`config.mk`:
```
export PLATFORM = sky130hd
export DESIGN_NAME = husky_capture_top
export DESIGN_NICKNAME = d
export VERILOG_FILES = /design/src/hw/capture_pkg.sv /design/src/hw/usb_reg_pkg.sv /design/src/hw/capture_fifo.sv /design/src/hw/capture_packer.sv /design/src/hw/husky_capture_top.sv /design/src/hw/status_leds.sv /design/src/hw/usb_reg_port.sv
export SDC_FILE = /design/constraint.sdc
export NUM_CORES = 1
export LEC_CHECK = 0
export ABC_AREA = 1
export ABC_CLOCK_PERIOD_IN_PS = 3130
export BUFFER_PORTS_ARGS = -buffer_cell sky130_fd_sc_hd__buf_2
export CORE_MARGIN = 5
export CORE_UTILIZATION = 57
export DETAILED_ROUTE_END_ITERATION = 12
export GPL_ROUTABILITY_DRIVEN = 0
export PLACE_DENSITY = 0.77
export SYNTH_ARGS = -nofsm -noshare
export SYNTH_HDL_FRONTEND = slang
export SYNTH_HIERARCHICAL = 1
export SYNTH_SLANG_ARGS = --single-unit
```
`constraint.sdc`:
```
create_clock -name clk_usb_buf -period 3.13 [get_ports clk_usb_buf]
set_input_delay 0.7825 -clock clk_usb_buf [delete_from_list [all_inputs] [get_ports clk_usb_buf]]
set_output_delay 0.7825 -clock clk_usb_buf [all_outputs]
set_load 0.02 [all_outputs]
```
`src/hw/capture_pkg.sv`:
```
package capture_pkg;

   localparam int SAMPLE_W   = 12;
   localparam int FIFO_DEPTH = 16;
   localparam int FIFO_PTR_W = 4;
   localparam int FIFO_CNT_W = 5;   // Holds 0 to FIFO_DEPTH
   localparam int CMD_W      = 2;
   localparam int LOST_W     = 16;

   localparam logic [CMD_W-1:0]  CMD_SAMPLE   = 2'd0;
   localparam logic [CMD_W-1:0]  CMD_OVERFLOW = 2'd1;
   localparam logic [LOST_W-1:0] LOST_MAX     = 16'hffff;

   // One 18-bit FIFO word, decoded by its command field
   typedef union packed {
      struct packed {
         logic [CMD_W-1:0]    cmd;
         logic [3:0]          rsvd;     // Always zero
         logic [SAMPLE_W-1:0] sample;
      } sample_view;
      struct packed {
         logic [CMD_W-1:0]    cmd;
         logic [LOST_W-1:0]   lost;     // Samples dropped while full
      } overflow_view;
   } fifo_word_t;

endpackage

```
`src/hw/usb_reg_pkg.sv`:
```
package usb_reg_pkg;

   // Register map
   localparam logic [7:0] REG_CTRL   = 8'h01;
   localparam logic [7:0] REG_STATUS = 8'h02;
   localparam logic [7:0] REG_FIFO   = 8'h03;   // Byte stream of the capture FIFO

   // Control register bits
   localparam int CTRL_ARM   = 0;   // Held level
   localparam int CTRL_FLUSH = 1;   // Pulse
   localparam int CTRL_CLEAR = 2;   // Pulse that clears the sticky error

   // Status register layout
   localparam int STAT_EMPTY   = 0;
   localparam int STAT_FULL    = 1;
   localparam int STAT_ERROR   = 2;
   localparam int STAT_CNT_LSB = 3;   // Word count in bits 7 to 3

   // LED counter bit that toggles the error flash every 8 cycles
   localparam int FLASH_BIT = 3;

endpackage

```
`src/hw/capture_fifo.sv`:
```
module capture_fifo
   import capture_pkg::*;
(
   input  logic                  clk_usb_buf,
   input  logic                  rst_n_i,
   input  logic                  push_i,
   input  fifo_word_t            push_word_i,
   input  logic                  pop_i,
   input  logic                  flush_i,
   output fifo_word_t            head_word_o,
   output logic [FIFO_CNT_W-1:0] count_o,
   output logic                  empty_o,
   output logic                  full_o
);

   fifo_word_t            mem [FIFO_DEPTH];
   logic [FIFO_PTR_W-1:0] wr_ptr;
   logic [FIFO_PTR_W-1:0] rd_ptr;
   logic [FIFO_CNT_W-1:0] cnt;
   logic                  do_push;
   logic                  do_pop;

   // Flush overrides both sides
   assign do_push = push_i && !full_o && !flush_i;
   assign do_pop  = pop_i && !empty_o && !flush_i;   // Pop on empty ignored

   always_ff @(posedge clk_usb_buf or negedge rst_n_i) begin
      if (!rst_n_i) begin
         wr_ptr <= '0;
         rd_ptr <= '0;
         cnt    <= '0;
      end else if (flush_i) begin
         wr_ptr <= '0;
         rd_ptr <= '0;
         cnt    <= '0;
      end else begin
         if (do_push) wr_ptr <= wr_ptr + 1'b1;   // Wraps at FIFO_DEPTH
         if (do_pop) rd_ptr <= rd_ptr + 1'b1;
         cnt <= cnt + FIFO_CNT_W'(do_push) - FIFO_CNT_W'(do_pop);
      end
   end

   always_ff @(posedge clk_usb_buf) begin
      if (do_push) begin
         mem[wr_ptr] <= push_word_i;
      end
   end

   // Head word valid only while not empty
   assign head_word_o = mem[rd_ptr];
   assign count_o     = cnt;
   assign empty_o     = (cnt == '0);
   assign full_o      = (cnt == FIFO_CNT_W'(FIFO_DEPTH));

endmodule

```
`src/hw/capture_packer.sv`:
```
module capture_packer
   import capture_pkg::*;
(
   input  logic                clk_usb_buf,
   input  logic                rst_n_i,
   input  logic                arm_i,
   input  logic [SAMPLE_W-1:0] sample_i,
   input  logic                sample_valid_i,
   input  logic                full_i,
   output logic                push_o,
   output fifo_word_t          push_word_o,
   output logic                sample_lost_o
);

   fifo_word_t        stage_word;   // Sample waiting for its push slot
   logic              stage_vld;
   logic [LOST_W-1:0] lost_cnt;
   logic              mark;
   fifo_word_t        mark_word;

   always_ff @(posedge clk_usb_buf or negedge rst_n_i) begin
      if (!rst_n_i) begin
         stage_vld <= 1'b0;
      end else begin
         stage_vld <= arm_i && sample_valid_i;
      end
   end

   always_ff @(posedge clk_usb_buf) begin
      stage_word.sample_view.cmd    <= CMD_SAMPLE;
      stage_word.sample_view.rsvd   <= '0;
      stage_word.sample_view.sample <= sample_i;
   end

   always_comb begin
      mark_word.overflow_view.cmd  = CMD_OVERFLOW;
      mark_word.overflow_view.lost = lost_cnt;
   end

   // Marker goes out as soon as there is room again
   assign mark          = !full_i && (lost_cnt != '0);
   assign sample_lost_o = stage_vld && (full_i || mark);   // Marker wins the slot
   assign push_o        = !full_i && (mark || stage_vld);
   assign push_word_o   = mark ? mark_word : stage_word;

   always_ff @(posedge clk_usb_buf or negedge rst_n_i) begin
      if (!rst_n_i) begin
         lost_cnt <= '0;
      end else if (mark) begin
         // A sample displaced by the marker starts the next count
         lost_cnt <= LOST_W'(sample_lost_o);
      end else if (sample_lost_o && (lost_cnt != LOST_MAX)) begin
         lost_cnt <= lost_cnt + 1'b1;   // Saturates at LOST_MAX
      end
   end

endmodule

```
`src/hw/husky_capture_top.sv`:
```
module husky_capture_top
   import capture_pkg::*;
(
   input  logic                clk_usb_buf,
   input  logic                rst_n_i,
   input  logic [7:0]          usb_addr_i,
   input  logic [7:0]          usb_data_i,
   input  logic                usb_cen_n_i,
   input  logic                usb_wrn_i,
   input  logic                usb_rdn_i,
   input  logic [SAMPLE_W-1:0] sample_i,
   input  logic                sample_valid_i,
   output logic [7:0]          usb_data_o,
   output logic                led_armed_o,
   output logic                led_err_o
);

   logic                  arm;
   logic                  flush_pulse;
   logic                  pop;
   logic                  push;
   fifo_word_t            push_word;
   fifo_word_t            head_word;
   logic                  full;
   logic                  empty;
   logic [FIFO_CNT_W-1:0] count;
   logic                  sample_lost;
   logic                  error;

   // Producer side
   capture_packer u_capture_packer (
      .clk_usb_buf    (clk_usb_buf),
      .rst_n_i        (rst_n_i),
      .arm_i          (arm),
      .sample_i       (sample_i),
      .sample_valid_i (sample_valid_i),
      .full_i         (full),
      .push_o         (push),
      .push_word_o    (push_word),
      .sample_lost_o  (sample_lost)
   );

   capture_fifo u_capture_fifo (
      .clk_usb_buf (clk_usb_buf),
      .rst_n_i     (rst_n_i),
      .push_i      (push),
      .push_word_i (push_word),
      .pop_i       (pop),
      .flush_i     (flush_pulse),
      .head_word_o (head_word),
      .count_o     (count),
      .empty_o     (empty),
      .full_o      (full)
   );

   // USB register bus side
   usb_reg_port u_usb_reg_port (
      .clk_usb_buf   (clk_usb_buf),
      .rst_n_i       (rst_n_i),
      .usb_addr_i    (usb_addr_i),
      .usb_data_i    (usb_data_i),
      .usb_cen_n_i   (usb_cen_n_i),
      .usb_wrn_i     (usb_wrn_i),
      .usb_rdn_i     (usb_rdn_i),
      .head_word_i   (head_word),
      .count_i       (count),
      .empty_i       (empty),
      .full_i        (full),
      .sample_lost_i (sample_lost),
      .usb_data_o    (usb_data_o),
      .arm_o         (arm),
      .flush_o       (flush_pulse),
      .pop_o         (pop),
      .error_o       (error)
   );

   status_leds u_status_leds (
      .clk_usb_buf (clk_usb_buf),
      .rst_n_i     (rst_n_i),
      .arm_i       (arm),
      .error_i     (error),
      .led_armed_o (led_armed_o),
      .led_err_o   (led_err_o)
   );

endmodule

```
`src/hw/status_leds.sv`:
```
module status_leds
   import usb_reg_pkg::*;
(
   input  logic clk_usb_buf,
   input  logic rst_n_i,
   input  logic arm_i,
   input  logic error_i,
   output logic led_armed_o,
   output logic led_err_o
);

   logic [FLASH_BIT:0] flash_cnt;   // Free running

   always_ff @(posedge clk_usb_buf or negedge rst_n_i) begin
      if (!rst_n_i) begin
         flash_cnt <= '0;
      end else begin
         flash_cnt <= flash_cnt + 1'b1;
      end
   end

   assign led_armed_o = arm_i;
   // Flash only while the sticky error is set
   assign led_err_o   = error_i && flash_cnt[FLASH_BIT];

endmodule

```
`src/hw/usb_reg_port.sv`:
```
module usb_reg_port
   import capture_pkg::*;
   import usb_reg_pkg::*;
(
   input  logic                  clk_usb_buf,
   input  logic                  rst_n_i,
   input  logic [7:0]            usb_addr_i,
   input  logic [7:0]            usb_data_i,
   input  logic                  usb_cen_n_i,
   input  logic                  usb_wrn_i,
   input  logic                  usb_rdn_i,
   input  fifo_word_t            head_word_i,
   input  logic [FIFO_CNT_W-1:0] count_i,
   input  logic                  empty_i,
   input  logic                  full_i,
   input  logic                  sample_lost_i,
   output logic [7:0]            usb_data_o,
   output logic                  arm_o,
   output logic                  flush_o,
   output logic                  pop_o,
   output logic                  error_o
);

   logic       wr_en;
   logic       rd_en;
   logic       wr_ctrl;
   logic       clear;
   logic       fifo_rd;
   logic [1:0] byte_idx;   // Next byte of the head word
   logic [7:0] status_byte;
   logic [7:0] fifo_byte;
   logic [7:0] rd_data;

   assign wr_en   = !usb_cen_n_i && !usb_wrn_i;
   assign rd_en   = !usb_cen_n_i && !usb_rdn_i;
   assign wr_ctrl = wr_en && (usb_addr_i == REG_CTRL);
   assign flush_o = wr_ctrl && usb_data_i[CTRL_FLUSH];
   assign clear   = wr_ctrl && usb_data_i[CTRL_CLEAR];
   assign fifo_rd = rd_en && (usb_addr_i == REG_FIFO) && !empty_i;
   assign pop_o   = fifo_rd && (byte_idx == 2'd2);   // Last byte releases the word

   always_ff @(posedge clk_usb_buf or negedge rst_n_i) begin
      if (!rst_n_i) begin
         arm_o   <= 1'b0;
         error_o <= 1'b0;
      end else begin
         if (wr_ctrl) arm_o <= usb_data_i[CTRL_ARM];
         // A new loss outranks a clear in the same cycle
         if (sample_lost_i) error_o <= 1'b1;
         else if (clear) error_o <= 1'b0;
      end
   end

   always_ff @(posedge clk_usb_buf or negedge rst_n_i) begin
      if (!rst_n_i) byte_idx <= '0;
      else if (flush_o) byte_idx <= '0;
      else if (fifo_rd) byte_idx <= pop_o ? 2'd0 : byte_idx + 2'd1;
   end

   always_comb begin
      status_byte                               = '0;
      status_byte[STAT_EMPTY]                   = empty_i;
      status_byte[STAT_FULL]                    = full_i;
      status_byte[STAT_ERROR]                   = error_o;
      status_byte[STAT_CNT_LSB +: FIFO_CNT_W]   = count_i;
   end

   // Payload bits are shared by both word views
   always_comb begin
      case (byte_idx)
         2'd0:    fifo_byte = head_word_i.overflow_view.lost[7:0];
         2'd1:    fifo_byte = head_word_i.overflow_view.lost[15:8];
         default: fifo_byte = 8'(head_word_i.overflow_view.cmd);
      endcase
   end

   always_comb begin
      rd_data = '0;
      case (usb_addr_i)
         REG_CTRL:   rd_data[CTRL_ARM] = arm_o;
         REG_STATUS: rd_data = status_byte;
         REG_FIFO:   if (!empty_i) rd_data = fifo_byte;
         default:    rd_data = '0;   // Unknown address
      endcase
   end

   // Read data shows up one cycle after the strobe and holds
   always_ff @(posedge clk_usb_buf or negedge rst_n_i) begin
      if (!rst_n_i) usb_data_o <= '0;
      else if (rd_en) usb_data_o <= rd_data;
   end

endmodule

```
# Word-level counts from Yosys, hierarchy flattened
# Memory sizes are Yosys's and may differ from the RTL's.
# Index checks and enable logic that the tools add are counted.
# classes
reduce_logical,34
add_sub_neg,7
eq_ne,7
n_mux,19
# ops
operator,count
$mux W16,2
$logic_and A1 B1 Y1,18
$mux W17,1
$add A16 B1 Y16 const B,1
$eq A8 B2 Y1 const B,2
$mux W4,4
$ne A16 B16 Y1 const B,1
$pmux W8 S2,1
$reduce_bool A16 Y1,1
$pmux W7 S2,1
$add A4 B1 Y4 const B,3
$reduce_bool A2 Y1,5
$eq A8 B1 Y1 const B,1
$mux W8,1
$logic_not A1 Y1,6
$mux W2,3
$add A5 B1 Y5,1
$eq A5 B5 Y1 const B,1
$logic_not A5 Y1,1
$mux W5,1
$sub A5 B1 Y5,1
$mux W1,4
$pmux W1 S3,1
$add A2 B1 Y2 const B,1
other kinds (4),5
# totals
inputBits,34
wordCells,79
memories,1
mem_bits_rw,272
reg_bits,58
# mem_list
memory,depth,word_bits,read_ports,rd_ports_with_merged_regs,write_ports,line,source
u_capture_fifo.mem,16,17,1,0,1,capture_fifo.sv:16,fifo_word_t mem [FIFO_DEPTH];

# Logic depth before layout (Yosys ltp)
# depth
depth_word,10
mapped_depth,20

# Modules after synthesis
# Netlist, hierarchy kept.
# by_module_without_submodules
module,seq_area_each_um2,cells_per_inst,area_each_um2,instances
capture_fifo,8973.6,1261,12961.2,1
capture_packer,665.6,257,1784.2,1
usb_reg_port,300.3,118,804.5,1
status_leds,100.1,15,162.7,1

# Least setup slack after synthesis
# No wires, ideal clock.
# synth_path
path_kind,register to register
startpoint,register u_capture_fifo.cnt[2] (netlist: u_capture_fifo/count_o[2])
endpoint,register u_capture_fifo.cnt[4] (netlist: u_capture_fifo/count_o[4])
path_slack_ns,0.018
t_arrival_ns,2.993
stages_incl_launch_ff,20
setup_ns,0.119
cell_sequence,dfrtp_1 > inv_1 > ha_1 > nand4_1 > inv_1 > inv_1 > nand3_2 > nor2_8 > nand2_4 > nor3_1 > nand2_1 > nor2_1 > ha_1 > inv_1 > ha_1 > inv_1 > fa_1 > nand3b_1 > a21oi_1 > nor2_1
# synth_lines
element,line,source
start: declaration,capture_fifo.sv:19,logic [FIFO_CNT_W-1:0] cnt;
start signal: assignment,capture_fifo.sv:39,cnt <= cnt + FIFO_CNT_W'(do_push) - FIFO_CNT_W'(do_pop);
$logic_not A5 Y1,capture_fifo.sv:52,assign empty_o = (cnt == '0);
named net empty,husky_capture_top.sv:25,logic empty;
$logic_not A1 Y1,usb_reg_port.sv:39,assign fifo_rd = rd_en && (usb_addr_i == REG_FIFO) && !empty_i;
$logic_and A1 B1 Y1,usb_reg_port.sv:39,
$logic_and A1 B1 Y1,usb_reg_port.sv:40,assign pop_o = fifo_rd && (byte_idx == 2'd2);
named net pop,husky_capture_top.sv:20,logic pop;
$logic_and A1 B1 Y1 (2 in series),capture_fifo.sv:25,assign do_pop = pop_i && !empty_o && !flush_i;
$sub A5 B1 Y5,capture_fifo.sv:39,
$mux W5,capture_fifo.sv:32,end else if (flush_i) begin
# The timed path passes the listed nets, and every way through them passes these cells.
# A chain may end at the register's enable or synchronous reset.

# Worst setup path in the final report
# layout_path
startpoint,register u_capture_fifo.cnt[2] (netlist: u_capture_fifo/count_o[2])
endpoint,register u_capture_fifo.cnt[4] (netlist: u_capture_fifo/count_o[4])
# layout_via
elab_chain_len,10
# layout_lines
element,line,source
$eq A5 B5 Y1 (*),capture_fifo.sv:53,assign full_o = (cnt == FIFO_CNT_W'(FIFO_DEPTH));
named net full,husky_capture_top.sv:24,logic full;
$logic_not A1 Y1 (*),"capture_packer.sv:41, capture_packer.sv:43",
$logic_and A1 B1 Y1,capture_packer.sv:41,assign mark = !full_i && (lost_cnt != '0);
$logic_or A1 B1 Y1,capture_packer.sv:43,assign push_o = !full_i && (mark || stage_vld);
$logic_and A1 B1 Y1 (*),capture_packer.sv:43,
named net push,husky_capture_top.sv:21,logic push;
$logic_and A1 B1 Y1 (*) (2 in series),capture_fifo.sv:24,assign do_push = push_i && !full_o && !flush_i;
$add A5 B1 Y5 (*),capture_fifo.sv:39,
$sub A5 B1 Y5 (*),capture_fifo.sv:39,
$mux W5 (*),capture_fifo.sv:32,
# Mark *: on every way through the listed nets, which the timed path passes. The rest lies on a longest branch.

==> summary.md <==
| Metric | Value |
|---|---|
| Status | `finished, final reports clean` |
| Post-Syn Area per Cell | `9.52 um2` |
| Vias in the first global route | `11,200` |
| Fin cells | `2,083` |
| Power Dens Cells | `725 nW/um2` |
| Tot GR Track Use | `24.2%` |
| Final core occ | `65.3%` |
| Layout cell share with drive strength beyond 1 | `11.5%` |
| DIE HEIGHT | `176 um` |
| Skew-Pair Late Insertion Delay | `520 ps` |
| Vias/cell | `5.43` |
| RSZ-0062 raised after global routing | `yes` |
| YS warnings | `6` |
| Worst clock skew | `20.2 ps` |
| Endpoints failing setup | `0` |
| # hold bufs at CTS | `0` |
| CTS tree | `built` |
| H-tree Lvls | `2` |
| Grt total ovfl | `0` |
| Synth Instances | `1,651` |
| N_diodes | `0` |
| Clk root buf | `clkbuf_16` |
| Period minus WS final | `3010 ps` |
| Cell area after synthesis | `15,700 um2` |
| CTS buffer count | `36` |
| PortBufs | `38` |
| Clock Sink Count | `346` |
| Net Count, Synth | `1,700` |
| Total wire length | `37,400 um` |
| Global-route wire length before repair | `59,000 um` |
| Initial antenna violation count | `0` |
| Starting density of the core | `58.1%` |
| Final Cycle Share | `96.3%` |
| Nets | `1,769` |
| Reg clk slew, reported paths | `60 ps` |
| Type of the worst setup path | `register to register` |
| Maximum vdd drop | `0.474 mV` |
| WP data required | `3580 ps` |
| Chip Width | `176 um` |
| Max_slew headroom | `13.5%` |
| Core box area | `27,000 um2` |
| Die area | `31,000 um2` |
| Maxcap violations | `0` |
| Final hold vios | `0` |
| Synth Register Bits | `346` |
| DRT Pass-1 Iters | `6` |
| CP Max Fanout | `4` |
| Sequential share of the synthesized area | `63.9%` |
| Initial DRC count | `1,172` |
| Area added between synthesis and finish | `12.3%` |
| Rows | `60` |
| Leakage Power | `7.63 nW` |
| # DRC | `0` |
| CP arrival | `3460 ps` |
| Wire per inst | `18.0 um` |
| Routed Antenna Nets | `0` |
| Nature of the critical path startpoint | `register` |
| Pin count of the biggest net entering global routing | `184` |
| Max Freq | `0.332 GHz` |
| Count of different cell masters after synthesis | `35` |
| Worst-case clock buffer depth | `3` |
| Hpwl dp | `22,200 um` |
| Max-slew violations | `0` |
| Placed Cells | `2,020` |
| DR vias | `11,300` |
| Slew @ Worst Pin | `1290 ps` |
| Top-Level Pins | `44` |
| Worst Hold Class | `input pin to async pin` |
| Crit. End Element | `register` |
-- area by class of cell --
| type | instances | area, um2 |
|---|---|---|
| multi-input cells | 1070 | 4750 |
| inverters | 170 | 641 |
| repair buffers | 96 | 663 |
| flip-flops and latches | 346 | 10000 |
| clock inverters | 12 | 131 |
| fillers | 2060 | 9370 |
| well taps | 341 | 427 |
| clock buffers | 48 | 997 |
-- cells in the mapped netlist --
library cell | n | area [um2]
a21oi_1 | 5 | 25.0
a21oi_4 | 1 | 16.3
and2_4 | 1 | 8.76
buf_1 | 3 | 11.3
buf_2 | 37 | 185
buf_4 | 11 | 82.6
buf_6 | 3 | 33.8
clkbuf_1 | 11 | 41.3
clkinv_1 | 2 | 7.51
clkinv_2 | 1 | 5.00
conb_1 | 1 | 3.75
dfrtp_1 | 46 | 1150
dfxtp_1 | 12 | 240
edfxtp_1 | 288 | 8650
fa_1 | 1 | 20.0
ha_1 | 14 | 175
inv_1 | 162 | 608
inv_2 | 5 | 18.8
nand2_1 | 619 | 2320
nand2_2 | 6 | 37.5
nand2_4 | 4 | 45.0
nand3_1 | 174 | 871
nand3_2 | 2 | 20.0
nand3_4 | 1 | 17.5
nand3b_1 | 1 | 7.51
nand4_1 | 11 | 68.8
nor2_1 | 186 | 698
nor2_2 | 5 | 31.3
nor2_4 | 9 | 101
nor2_8 | 1 | 20.0
nor3_1 | 1 | 5.00
o21ai_0 | 8 | 40.0
o21ai_1 | 6 | 30.0
xnor2_1 | 1 | 8.76
xor2_1 | 12 | 105
-- layout by cell type, fill, tap and decap left out, types with 6 or more instances in the layout --
cell,netlist,routed
inv_1,162,161
nand2_2,6,6
edfxtp_1,288,288
o21ai_0,8,8
nor2_2,5,20
dfxtp_1,12,12
ha_1,14,14
nor2_4,9,11
nor2_1,186,169
clkinv_1,2,7
xor2_1,12,12
nand3_1,174,174
clkbuf_16,0,37
nand2_1,619,619
o21ai_1,6,6
dfrtp_1,46,45
buf_4,11,55
clkbuf_1,11,8
nand4_1,11,11
buf_2,37,38
-- stage by stage --
step                      hold slack [ps]  worst slack (ps)  area, um2  setup TNS (ps)  power [mW]
after floorplan                       443              18.4      15700               0        7.69
after global placement                461              18.9      16500               0        8.50
after detailed placement              480             -38.9      16500           -38.9        8.63
after CTS                             333              27.6      17600               0        12.8
after global routing                  354             -91.3      17700            -245        13.3
final                                 317               117      17700               0        12.8
-- where the power goes --
group | internal [mW] | switching [mW] | total (mW)
Clock | 2.47 | 1.66 | 4.13
Combinational | 0.704 | 1.85 | 2.56
Sequential | 5.92 | 0.189 | 6.11
-- worst max-delay path: stages (launching register included) --
cell and delay [ps]:
dfrtp_1 380, inv_1 70, ha_1 220, nand4_1 130, inv_1 110, inv_1 150
o21ai_0 100, inv_1 60, nand2_1 70, nor2_2 160, clkinv_1 120, ha_1 280
inv_1 50, ha_1 150, inv_1 60, fa_2 340, nand3b_1 230, nand3_1 130
nand2_1 50, nor2_1 80
-- cells by family (layout without fill, tap and decap cells) --
group	Yosys count	in the layout	share of synthesized area [%]
buffers and inverters	235	326	6.32
adder cells (fa/ha/maj)	15	15	1.24
AO/OA/AOI/OAI	20	20	0.709
flip-flops	346	346	63.9
AND/OR/NAND/NOR	1021	1021	27.1
XOR/XNOR	13	13	0.725
other	1	1	0.0239
-- layer usage --
layer | vias to the layer above | GRT usage [%] | wire length (um)
met4 | 0 | 9.32 | 1310
met1 | 5302 | 32.1 | 15000
met3 | 98 | 3.81 | 3060
met2 | 484 | 40.7 | 18100
met5 | - | 0 | 0
li1 | 5424 | - | -
-- worst paths after layout --
check                                            endpoint  cells past startpoint  slack (ps)                  startpoint
setup / recovery                u_capture_fifo/count_o[4]                     19         120   u_capture_fifo/count_o[2]
hold / removal              u_capture_packer/lost_cnt[11]                      1         320                     rst_n_i
setup reg to reg                u_capture_fifo/count_o[4]                     19         120   u_capture_fifo/count_o[2]
hold reg to reg                u_status_leds/flash_cnt[0]                      1         490  u_status_leds/flash_cnt[0]
max in group asynchronous    u_capture_packer/lost_cnt[4]                      2        2130                     rst_n_i
min in group clk_usb_buf   u_capture_packer/stage_word[9]                      1         370                 sample_i[9]
-- flip-flops by register name (all words and copies together), names as in the netlist --
| register | cells |
|---|---|
| u_capture_fifo/count_o | 5 |
| u_capture_fifo/rd_ptr | 4 |
| u_usb_reg_port/arm_o | 1 |
| u_status_leds/flash_cnt | 4 |
| u_capture_packer/stage_vld | 1 |
| u_capture_fifo/mem | 288 |
| u_usb_reg_port/byte_idx | 2 |
| u_usb_reg_port/error_o | 1 |
| u_capture_fifo/wr_ptr | 4 |
| u_usb_reg_port/usb_data_o | 8 |
| u_capture_packer/lost_cnt | 16 |
| u_capture_packer/stage_word | 12 |
-- what timing repair did --
action | 4_1_cts | 5_1_grt
endpoints found under the hold margin | 0 | 0
gates resized for setup | 2 | 5
endpoints found under the setup margin | 1 | 28
setup buffers | 0 | 3
pin swaps | 0 | 2
Note: power is estimated with default switching activity, not from simulation.
